`src/rtl/nes_bus_pkg.sv`:
```
// Shared bus types and address map for the NES system bus, which assumes the NTSC memory map and a 16-bit CPU bus
package nes_bus_pkg;

	// CPU side bus
	typedef logic [15:0] addr_t;   // Address seen by cart, PPU and APU
	typedef logic [7:0]  data_t;   // One byte of data

	// Single register addresses
	localparam addr_t OAM_DMA_ADDR    = 16'h4014;   // Write starts sprite DMA
	localparam addr_t OAM_DATA_ADDR   = 16'h2004;   // Sprite DMA writes land here
	localparam addr_t APU_STATUS_ADDR = 16'h4015;   // Only readable APU register
	localparam addr_t JOY1_ADDR       = 16'h4016;   // Strobe on write, port 1 on read
	localparam addr_t JOY2_ADDR       = 16'h4017;   // Port 2 on read

	// PPU registers and their mirrors
	localparam addr_t PPU_LO = 16'h2000;
	localparam addr_t PPU_HI = 16'h4000;   // Exclusive

	// APU and IO registers
	localparam addr_t APU_LO = 16'h4000;
	localparam addr_t APU_HI = 16'h4018;   // Exclusive

	// Controller ports
	localparam int JOY_BITS     = 5;   // Data lines per port
	localparam int JOY_OUT_BITS = 3;   // Strobe latch, bit 0 is the strobe itself

endpackage

```
`src/rtl/bus_arbiter.sv`:
```
// NES bus merge, decode and CPU read mux; PPU and APU reads come in as plain inputs and memory is qualified by cart_slot only
`timescale 1ns/100ps

module bus_arbiter import nes_bus_pkg::*; (
	input  logic                    clk,
	input  logic                    reset,
	input  addr_t                   cpu_addr,
	input  data_t                   cpu_dout,
	input  logic                    cpu_rnw,
	input  addr_t                   dma_addr,
	input  data_t                   dma_dout,
	input  logic                    dma_active,
	input  logic                    dma_read,
	input  logic                    cart_slot,
	input  data_t                   mem_din,
	input  data_t                   ppu_din,
	input  data_t                   apu_status,
	input  logic [JOY_BITS-1:0]     joypad1_data,
	input  logic [JOY_BITS-1:0]     joypad2_data,
	output addr_t                   bus_addr,
	output data_t                   bus_dout,
	output logic                    bus_read,
	output logic                    bus_write,
	output logic                    mem_read,
	output logic                    mem_write,
	output logic                    sprite_trigger,
	output data_t                   cpu_din,
	output logic [JOY_OUT_BITS-1:0] joypad_out,
	output logic [1:0]              joypad_clock
);

	logic  ppu_cs;   // 0x2000 to 0x3FFF
	logic  apu_cs;   // 0x4000 to 0x4017
	logic  joy1_cs;
	logic  joy2_cs;
	data_t open_bus;   // Last value seen by the CPU
	logic [JOY_OUT_BITS-1:0] joy_latch;

	// DMA takes the bus whole while it is active
	assign bus_addr  = dma_active ? dma_addr : cpu_addr;
	assign bus_dout  = dma_active ? dma_dout : cpu_dout;
	assign bus_read  = dma_active ? dma_read : cpu_rnw;
	assign bus_write = dma_active ? !dma_read : !cpu_rnw;

	assign ppu_cs  = (bus_addr >= PPU_LO) && (bus_addr < PPU_HI);
	assign apu_cs  = (bus_addr >= APU_LO) && (bus_addr < APU_HI);
	assign joy1_cs = (bus_addr == JOY1_ADDR);
	assign joy2_cs = (bus_addr == JOY2_ADDR);

	// Memory only during the cart slot and outside the register windows
	assign mem_read  = bus_read && cart_slot && !ppu_cs && !apu_cs;
	assign mem_write = bus_write && cart_slot && !ppu_cs && !apu_cs;

	assign sprite_trigger = bus_write && (bus_addr == OAM_DMA_ADDR);

	// Joypad clocks last as long as the read address is held
	assign joypad_clock = {joy2_cs && bus_read, joy1_cs && bus_read};
	assign joypad_out   = joy_latch;

	always_ff @(posedge clk) begin
		if (reset)
			joy_latch <= '0;
		else if (joy1_cs && bus_write)
			joy_latch <= bus_dout[JOY_OUT_BITS-1:0];   // Bit 0 strobes both pads
	end

	always_ff @(posedge clk) begin
		open_bus <= cpu_din;   // Floating lines keep the last driven value
	end

	always_comb begin
		if (reset)
			cpu_din = '0;
		else if (apu_cs) begin
			if (joy1_cs)
				cpu_din = {open_bus[$bits(data_t)-1:JOY_BITS], joypad1_data};
			else if (joy2_cs)
				cpu_din = {open_bus[$bits(data_t)-1:JOY_BITS], joypad2_data};
			else if (bus_addr == APU_STATUS_ADDR)
				cpu_din = apu_status;
			else
				cpu_din = open_bus;   // Write only registers
		end else if (ppu_cs)
			cpu_din = ppu_din;
		else
			cpu_din = mem_din;
	end

endmodule

```
`src/rtl/clock_divider.sv`:
```
// NTSC only clock enables; CPU_DIV must be a multiple of PPU_DIV and at least twice it, and the PPU tick counter is two bits
`timescale 1ns/100ps

module clock_divider #(
	parameter int CPU_DIV = 12,   // Master clocks per CPU cycle
	parameter int PPU_DIV = 4     // Master clocks per PPU dot
) (
	input  logic clk,
	input  logic reset,
	output logic cpu_ce,      // One clock wide, once per CPU cycle
	output logic ppu_ce,      // One clock wide, once per PPU dot
	output logic cart_ce,     // First PPU dot after a CPU tick
	output logic cart_slot,   // Level, memory access window
	output logic odd_cycle    // 1 = odd, 0 = even APU cycle
);

	localparam int CPU_W = $clog2(CPU_DIV + 1);
	localparam int PPU_W = $clog2(PPU_DIV + 1);

	logic [CPU_W-1:0] div_cpu;    // Counts 1 up to CPU_DIV
	logic [PPU_W-1:0] div_ppu;    // Counts 1 up to PPU_DIV
	logic [1:0]       ppu_tick;   // PPU dots since last CPU tick

	assign cpu_ce    = (div_cpu == CPU_W'(CPU_DIV));
	assign ppu_ce    = (div_ppu == PPU_W'(PPU_DIV));
	assign cart_slot = (ppu_tick == 2'd0);
	assign cart_ce   = cart_slot & ppu_ce;   // Cart sees the CPU data from here on

	always_ff @(posedge clk) begin
		if (reset) begin
			div_cpu   <= CPU_W'(1);
			div_ppu   <= PPU_W'(1);
			ppu_tick  <= 2'd1;   // No cart slot before the first CPU tick
			odd_cycle <= 1'b1;
		end else begin
			div_cpu <= cpu_ce ? CPU_W'(1) : div_cpu + 1'b1;
			div_ppu <= ppu_ce ? PPU_W'(1) : div_ppu + 1'b1;

			// Both enables share an edge so the slot opens one dot later
			if (cpu_ce)
				ppu_tick <= 2'd0;
			else if (ppu_ce)
				ppu_tick <= ppu_tick + 1'b1;

			if (cpu_ce)
				odd_cycle <= ~odd_cycle;   // Flips every CPU cycle
		end
	end

endmodule

```
`src/rtl/nes_bus_core.sv`:
```
// NES system bus top around an external 6502, NTSC timing only; the CPU must honour pause_cpu as its ready line
`timescale 1ns/100ps

module nes_bus_core import nes_bus_pkg::*; #(
	parameter int CPU_DIV = 12,   // Master clocks per CPU cycle
	parameter int PPU_DIV = 4     // Master clocks per PPU dot
) (
	input  logic                    clk,
	input  logic                    reset,
	input  addr_t                   cpu_addr,
	input  data_t                   cpu_dout,
	input  logic                    cpu_rnw,        // 1 = read
	input  logic                    dmc_request,
	input  addr_t                   dmc_addr,
	input  data_t                   mem_din,
	input  data_t                   ppu_din,
	input  data_t                   apu_status,
	input  logic [JOY_BITS-1:0]     joypad1_data,
	input  logic [JOY_BITS-1:0]     joypad2_data,
	output addr_t                   bus_addr,
	output data_t                   bus_dout,
	output logic                    bus_read,
	output logic                    bus_write,
	output logic                    mem_read,
	output logic                    mem_write,
	output logic                    sprite_trigger,
	output data_t                   cpu_din,
	output logic [JOY_OUT_BITS-1:0] joypad_out,
	output logic [1:0]              joypad_clock,
	output logic                    cpu_ce,
	output logic                    ppu_ce,
	output logic                    cart_ce,
	output logic                    odd_cycle,
	output logic                    dmc_ack,
	output logic                    pause_cpu
);

	logic  cart_slot;
	addr_t dma_addr;
	data_t dma_dout;
	logic  dma_active;
	logic  dma_read;

	clock_divider #(
		.CPU_DIV (CPU_DIV),
		.PPU_DIV (PPU_DIV)
	) i_clock_divider (
		.clk       (clk),
		.reset     (reset),
		.cpu_ce    (cpu_ce),
		.ppu_ce    (ppu_ce),
		.cart_ce   (cart_ce),
		.cart_slot (cart_slot),
		.odd_cycle (odd_cycle)
	);

	sprite_dmc_dma i_sprite_dmc_dma (
		.clk            (clk),
		.reset          (reset),
		.cpu_ce         (cpu_ce),
		.odd_cycle      (odd_cycle),
		.sprite_trigger (sprite_trigger),
		.dmc_request    (dmc_request),
		.cpu_read       (cpu_rnw),
		.cpu_dout       (cpu_dout),
		.bus_din        (cpu_din),   // Same byte the CPU would see
		.dmc_addr       (dmc_addr),
		.dma_addr       (dma_addr),
		.dma_active     (dma_active),
		.dma_read       (dma_read),
		.dma_dout       (dma_dout),
		.dmc_ack        (dmc_ack),
		.pause_cpu      (pause_cpu)
	);

	bus_arbiter i_bus_arbiter (
		.clk            (clk),
		.reset          (reset),
		.cpu_addr       (cpu_addr),
		.cpu_dout       (cpu_dout),
		.cpu_rnw        (cpu_rnw),
		.dma_addr       (dma_addr),
		.dma_dout       (dma_dout),
		.dma_active     (dma_active),
		.dma_read       (dma_read),
		.cart_slot      (cart_slot),
		.mem_din        (mem_din),
		.ppu_din        (ppu_din),
		.apu_status     (apu_status),
		.joypad1_data   (joypad1_data),
		.joypad2_data   (joypad2_data),
		.bus_addr       (bus_addr),
		.bus_dout       (bus_dout),
		.bus_read       (bus_read),
		.bus_write      (bus_write),
		.mem_read       (mem_read),
		.mem_write      (mem_write),
		.sprite_trigger (sprite_trigger),
		.cpu_din        (cpu_din),
		.joypad_out     (joypad_out),
		.joypad_clock   (joypad_clock)
	);

endmodule

```
`src/rtl/sprite_dmc_dma.sv`:
```
// Sprite and DMC DMA for the NES bus; steps only on cpu_ce, has no back-pressure, and stalls the CPU through pause_cpu alone
`timescale 1ns/100ps

module sprite_dmc_dma import nes_bus_pkg::*; (
	input  logic  clk,
	input  logic  reset,
	input  logic  cpu_ce,
	input  logic  odd_cycle,        // 1 on odd APU cycles
	input  logic  sprite_trigger,   // CPU writes the page register
	input  logic  dmc_request,      // Level from the APU, dropped after ack
	input  logic  cpu_read,         // CPU is in a read cycle
	input  data_t cpu_dout,         // Page number on the trigger write
	input  data_t bus_din,          // Read data back from the bus
	input  addr_t dmc_addr,         // Sample byte address
	output addr_t dma_addr,
	output logic  dma_active,       // DMA owns the bus
	output logic  dma_read,         // 1 = read, 0 = write
	output data_t dma_dout,         // Byte for the OAM write
	output logic  dmc_ack,
	output logic  pause_cpu
);

	// Bit 0 marks the CPU as held, bit 1 marks the copy running
	localparam logic [1:0] SPR_IDLE = 2'b00;
	localparam logic [1:0] SPR_WAIT = 2'b01;
	localparam logic [1:0] SPR_COPY = 2'b11;

	logic       dmc_state;     // DMC fetch pending
	logic [1:0] spr_state;
	data_t      page;          // High byte of the source
	logic [7:0] offset;        // Low byte of the source
	logic [8:0] next_offset;   // Carry marks the last pair
	data_t      last_val;      // Byte held for the write half

	assign next_offset = {1'b0, offset} + 9'd1;

	always_ff @(posedge clk) begin
		if (reset) begin
			dmc_state <= 1'b0;
			spr_state <= SPR_IDLE;
			offset    <= 8'd0;
		end else if (cpu_ce) begin
			// DMC is noticed on an even read cycle, served on the next even one
			if (!dmc_state && dmc_request && cpu_read && !odd_cycle)
				dmc_state <= 1'b1;
			if (dmc_state && !odd_cycle)
				dmc_state <= 1'b0;

			if (sprite_trigger) begin
				offset    <= 8'd0;
				spr_state <= SPR_WAIT;
			end
			// Start once the CPU sits in a read on an odd cycle
			if (spr_state == SPR_WAIT && cpu_read && odd_cycle)
				spr_state <= SPR_COPY;
			if (spr_state[1] && !odd_cycle && dmc_state)
				spr_state <= SPR_WAIT;   // DMC stole the read, redo the pair
			if (spr_state[1] && odd_cycle)
				offset <= next_offset[7:0];
			if (spr_state[1] && odd_cycle && next_offset[8])
				spr_state <= SPR_IDLE;   // 256 pairs done
		end
	end

	always_ff @(posedge clk) begin
		if (cpu_ce) begin
			if (sprite_trigger)
				page <= cpu_dout;
			if (spr_state[1] && !odd_cycle)
				last_val <= bus_din;   // Captured at the end of the read half
		end
	end

	assign dmc_ack    = dmc_state && !odd_cycle;
	assign pause_cpu  = spr_state[0] || dmc_request;
	assign dma_active = dmc_ack || spr_state[1];
	assign dma_read   = !odd_cycle;   // Reads even, writes odd
	assign dma_dout   = last_val;

	always_comb begin
		if (dmc_ack)
			dma_addr = dmc_addr;
		else if (!odd_cycle)
			dma_addr = {page, offset};
		else
			dma_addr = OAM_DATA_ADDR;
	end

endmodule

```
`config.mk`:
```
export PLATFORM = sky130hd
export DESIGN_NAME = nes_bus_core
export DESIGN_NICKNAME = d
export VERILOG_FILES = /design/src/rtl/nes_bus_pkg.sv /design/src/rtl/bus_arbiter.sv /design/src/rtl/clock_divider.sv /design/src/rtl/nes_bus_core.sv /design/src/rtl/sprite_dmc_dma.sv
export SDC_FILE = /design/constraint.sdc
export NUM_CORES = 1
export LEC_CHECK = 0
export ABC_AREA = 1
export BUFFER_PORTS_ARGS = -buffer_cell sky130_fd_sc_hd__buf_2
export CAP_MARGIN = 10
export CORE_ASPECT_RATIO = 1.2
export CORE_MARGIN = 4
export CORE_UTILIZATION = 40
export DETAILED_ROUTE_END_ITERATION = 8
export GPL_ROUTABILITY_DRIVEN = 0
export GPL_TIMING_DRIVEN = 0
export PLACE_DENSITY = 0.69
export SLEW_MARGIN = 25
export SYNTH_ARGS = -nofsm -noshare
export SYNTH_HDL_FRONTEND = slang
export SYNTH_SLANG_ARGS = --single-unit
```
`constraint.sdc`:
```
create_clock -name clk -period 6.2 [get_ports clk]
set_input_delay 1.86 -clock clk [delete_from_list [all_inputs] [get_ports clk]]
set_output_delay 1.86 -clock clk [all_outputs]
set_load 0.01 [all_outputs]
```
### Yosys cells after proc, flatten, opt, wreduce, memory -nomap -nowiden

Index checks and enable logic that the tools add are counted.

* add/sub/neg operators: 4
* reduce and logical (&&, ||, !) cells: 41
* eq/ne operators: 7
* order comparisons: 4
* bitwise logic cells: 2
* multiplexer cells: 22

Operators by type and width (number)
* 2-to-1 mux 8 bit: 9
* == test 16 x 15 -> 1 bit, second input constant: 4
* 2-to-1 mux 16 bit: 3
* < comparator 16 x 15 -> 1 bit, second input constant: 2
* logical AND 1 bit: 22
* greater-or-equal comparator 16 x 14 -> 1 bit, second input constant: 1
* greater-or-equal comparator 16 x 15 -> 1 bit, second input constant: 1
* AND reduction 2 bit: 5
* adder 8 x 1 -> 9 bit, second input constant: 1
* 2-to-1 mux 2 bit: 4
* 2-to-1 mux 1 bit: 6
* nonzero test 2 bit: 3
* logical NOT 1 bit: 5
* adder 4 x 1 -> 4 bit, second input constant: 1
* == test 4 bit, second input constant: 1
* nonzero test 4 bit: 1
* OR reduction 2 bit: 2
* adder 3 x 1 -> 3 bit, second input constant: 1
* == test 3 bit, second input constant: 1
* adder 2 x 1 -> 2 bit, second input constant: 1
* == test 2 x 1 -> 1 bit, second input constant: 1
* logical NOT 2 bit: 1
* logical OR 1 bit: 2
* AND 1 bit: 1
* inverter 1 bit: 1

* bits of input ports: 78
* output and inout port bits: 48
* flip-flop bits (word level): 48
* word-level logic and storage cells: 92

### Logic depth before layout (Yosys ltp)

* depth after elaboration: 10
* depth in mapped cells: 14
* depth with buffers taken out: 14

### Cells and area by module

A second synthesis with hierarchy kept.

* cell total of the unflattened synthesis: 511
* area total of the unflattened synthesis: 3328.2 um^2

Modules (own cells, without submodules)
* bus_arbiter: area an instance 1606.5 um^2, instances 1, cells each 312, sequential area each 220.2 um^2
* sprite_dmc_dma: area an instance 1258.7 um^2, instances 1, cells each 142, sequential area each 700.7 um^2
* clock_divider: area an instance 462.9 um^2, instances 1, cells each 57, sequential area each 200.2 um^2

### Worst setup path after synthesis

OpenSTA, ideal clock, no wires.

* path type: input to output
* start point: input dmc_addr[14]
* end point: output cpu_din[0]
* path buffers: 1
* cell stages on the path: 13
* arrival: 3157 ps
* required time: 4340 ps
* setup slack: 1183 ps
* cell sequence: nand2_1 nand2_1 nand2_1 nand2_1 inv_1 nor2_1 nand2_1 nor2_4 buf_6 nand3_1 nand3_1 nand3_1 a21oi_1

* word-level cells in the longest chain between the ends: 8
* elaborated cells on any way between the ends: 17
* classes of those cells: order compare: 4; eq/ne: 3; mux: 8; reduce/logical: 2

RTL lines
* start, declared: RTL line nes_bus_core.sv:14 `input addr_t dmc_addr,`
* 2-to-1 mux 16 bit *: RTL line sprite_dmc_dma.sv:81 `if (dmc_ack)`
* 2-to-1 mux 16 bit *: RTL line bus_arbiter.sv:40 `assign bus_addr = dma_active ? dma_addr : cpu_addr;`
* named net bus_addr[14]: RTL line nes_bus_core.sv:20 `output addr_t bus_addr,`
* branches (longest 4 deep; another with greater-or-equal comparator 16 x 14 -> 1 bit)
* 2-to-1 mux 8 bit *: RTL line bus_arbiter.sv:74 `else if (apu_cs) begin`
* 2-to-1 mux 8 bit *: RTL line bus_arbiter.sv:72 `if (reset)`
* end, declared: RTL line nes_bus_core.sv:27 `output data_t cpu_din,`

Mark *: on every way through the listed nets, which the timed path passes.

### Worst setup path after layout

* start point: input dmc_addr[3]
* end point: output cpu_din[1]

* word-level cells in the longest chain between the ends: 8
* elaborated cells on any way between the ends: 17
* classes of those cells: order compare: 4; eq/ne: 3; mux: 8; reduce/logical: 2

RTL lines (RTL line)
* 2-to-1 mux 16 bit *: sprite_dmc_dma.sv:81
* 2-to-1 mux 16 bit *: bus_arbiter.sv:40
* branches (longest 4 deep; another with greater-or-equal comparator 16 x 14 -> 1 bit)
* 2-to-1 mux 8 bit *: bus_arbiter.sv:74
* 2-to-1 mux 8 bit *: bus_arbiter.sv:72

Every way passes the cells marked *.

==> flow_metrics.env <==
export IMPL_cts_resized=0
export IMPL_finClkSkew_ps=11.9
export IMPL_cts_buffers=5
export IMPL_area_delta_synth_final_pct=28.2
export IMPL_dp_final_hpwl_um=7500
export IMPL_antennaDiodeCount=0
export IMPL_max_slew_margin_rel_pct=45.2
export IMPL_final_cell_mix="nand2_1 (141), buf_2 (128), nand3_1 (60), inv_1 (40), nor2_1 (36)"
export IMPL_final_common_cell="nand2_1"
export IMPL_dp_cells=651
export IMPL_root_buffer="clkbuf_8"
export IMPL_drt_total_wl_um=9340
export IMPL_dr_pass1_iters=5
export IMPL_antenna_found_initial=0
export IMPL_die_h_um=102
export IMPL_leakage_nw=1.98
export IMPL_htreeDepth=2
export IMPL_ys_flop_type="dfxtp_1"
export IMPL_grt_setup_unrepaired="no"
export IMPL_drc=0
export IMPL_grt_total_usage_pct=20.3
export IMPL_vdd_drop_max_mv=0.113
export IMPL_setup_tns_ps=0
export IMPL_maxCapViolCount=0
export IMPL_cts_hold_buf=0
export IMPL_hold_path_class="flop to flop"
export IMPL_maxSlewViolCount=0
export IMPL_clk_pin_slew_ps=80
export IMPL_syn_inst=436
export IMPL_instances_no_fill=659
export IMPL_cts_buffer_depth=2
export IMPL_critPathRequiredTime_ps=4340
export IMPL_die_width_um=86.7
export IMPL_max_freq_ghz=0.177
export IMPL_postCtsSetupRepairBufs=0
export IMPL_grt_ovfl_total=0
export IMPL_rows=34
export IMPL_arrival_ps=3790
export IMPL_worstMarginPinSlew_ps=819
export IMPL_min_to="i_clock_divider.div_ppu[0]"
export IMPL_vias_per_cell=5.02
export IMPL_status="finished, final reports clean"
export IMPL_synth_edff_count=16
export IMPL_dieArea_sq_mm=0.00888
export IMPL_crit_fanout=6
export IMPL_grt_max_degree=15
export IMPL_core_sq_mm=0.00723
export IMPL_yosys_cell_types_count=34
export IMPL_vias=3311
export IMPL_finalHoldViolCount=0
export IMPL_ys_warn_count=0
export IMPL_syn_area_sq_mm=0.00297
export IMPL_r2r_end="i_sprite_dmc_dma.page[7]"
export IMPL_synth_seq_cells=48
export IMPL_crit_type="primary input to output pin"
export IMPL_multiInputGateArea_sq_mm=0.00160
export IMPL_setup_viol=0
export IMPL_worstSkewPairLatency_ps=300
export IMPL_clock_sinks=48
export IMPL_ff2ff_path_depth=11
export IMPL_drtIter0Drc=211
export IMPL_async_flop_share_pct=0
export IMPL_grt_pass1_vias=3065
export IMPL_r2r_slack_ps=3420
export IMPL_wl_per_cell_um=14.2
export IMPL_whs_path_depth=1
export IMPL_finalCritPeriodShare_pct=91.1
export IMPL_power_mw=0.647
export IMPL_syn_avg_cell_area_sq_um=6.82
export IMPL_power_density_mw_per_mm2=170
export IMPL_end_kind="output pin"
export IMPL_antenna_left=0
export IMPL_regToRegStartpoint="i_sprite_dmc_dma.dmc_state"
export IMPL_nets=652
export IMPL_finalCriticalPeriod_ps=5650
export IMPL_io_buffers=125
export IMPL_cp_start_kind="primary input"
export IMPL_syn_nets=520
export IMPL_seqCellArea_sq_mm=0.00112
export IMPL_hp_start="i_clock_divider.div_ppu[0]"
export IMPL_nFillCells=746
export IMPL_ys_seq_area_share_pct=37.7
export IMPL_drive_gt1_share_pct=28.5
export IMPL_initial_utilization_pct=41.1
export IMPL_ios=126
export IMPL_tritoncts="built"
export IMPL_grt_first_pass_wirelength_um=14200
==> registers in the layout, indices dropped and copies added, names as in the netlist <==
signal                      cells
i_sprite_dmc_dma.dma_dout       8
i_clock_divider.div_cpu         4
i_sprite_dmc_dma.page           8
i_clock_divider.div_ppu         3
i_clock_divider.ppu_tick        2
i_sprite_dmc_dma.dmc_state      1
i_bus_arbiter.open_bus          8
i_bus_arbiter.joypad_out        3
i_sprite_dmc_dma.offset         8
i_clock_divider.odd_cycle       1
i_sprite_dmc_dma.spr_state      2
==> worst max path at each step <==
stage / startpoint / endpoint / slack, ps / cells after the start
after floorplan: dmc_addr[14] / cpu_din[0] / 1180 / 13
after global placement: dmc_addr[3] / cpu_din[2] / 630 / 13
after detailed placement: dmc_addr[3] / cpu_din[4] / 590 / 13
after CTS: dmc_addr[3] / cpu_din[4] / 590 / 13
after global routing: dmc_addr[3] / cpu_din[4] / 340 / 13
final: dmc_addr[3] / cpu_din[1] / 550 / 13
==> Yosys cell counts, drive strengths merged, types with 5 or more instances <==
cell / count / area (sq um)
ha: 6 / 75.1
dfxtp: 32 / 641
edfxtp: 16 / 480
nor2: 40 / 170
nand4: 5 / 37.5
nand3: 61 / 310
nand2: 148 / 578
o21ai: 14 / 70.1
inv: 46 / 173
nand3b: 6 / 45.0
buf: 9 / 67.6
a21oi: 31 / 166
==> cell type report <==
type                       instances  area share, %
sequential                        48           29.4
timing repair buffer             125           16.4
buffer                            12           2.07
clock buffer                       8           2.63
tap                               90           2.95
inverter                          47           4.63
multi-input combinational        329           41.9
==> logic make-up after synthesis <==
kind of cell               Yosys count  synth area share, %
adders and majority gates            6                 2.52
muxes                                3                 1.01
xor gates and xnor gates             5                 1.47
DFF                                 48                 37.7
buffers and inverters               59                 8.58
and+or+nand+nor                    265                 39.3
AOI/OAI and AO/OA                   50                 9.38
==> worst max-delay path, stage by stage <==
cell and delay (ps):
buf_2 100, nand2_1 50, o21ai_0 70, nand2_1 60, nand2_1 100, nor2_1 340, nand3_1 140, nor2_2 270
nand2_2 150, nand3_1 110, nand3_1 70, a21oi_1 270, buf_2 190
==> metal layers <==
layer  track usage [%]  wire, um  up-vias
met5                 0         0        -
met4              7.43       166        0
met3              3.63       804       12
met2              34.9      4610      145
met1              25.3      3760     1462
li1                  -         -     1692
==> power by group <==
part           total [mW]  switching (mW)  internal [mW]
Sequential          0.339         0.00503          0.334
Combinational       0.103          0.0565         0.0469
Clock               0.205           0.103          0.102
==> stage by stage <==
step	worst slack (ps)	utilization [%]	instance area [sq um]	hold slack, ps
after CTS	585	52.7	3810	420
after detailed placement	594	51.3	3710	401
after floorplan	1180	-	2970	382
after global placement	629	51.3	3710	394
final	555	52.7	3810	415
after global routing	340	52.7	3810	430
(Power assumes the default switching activity.)
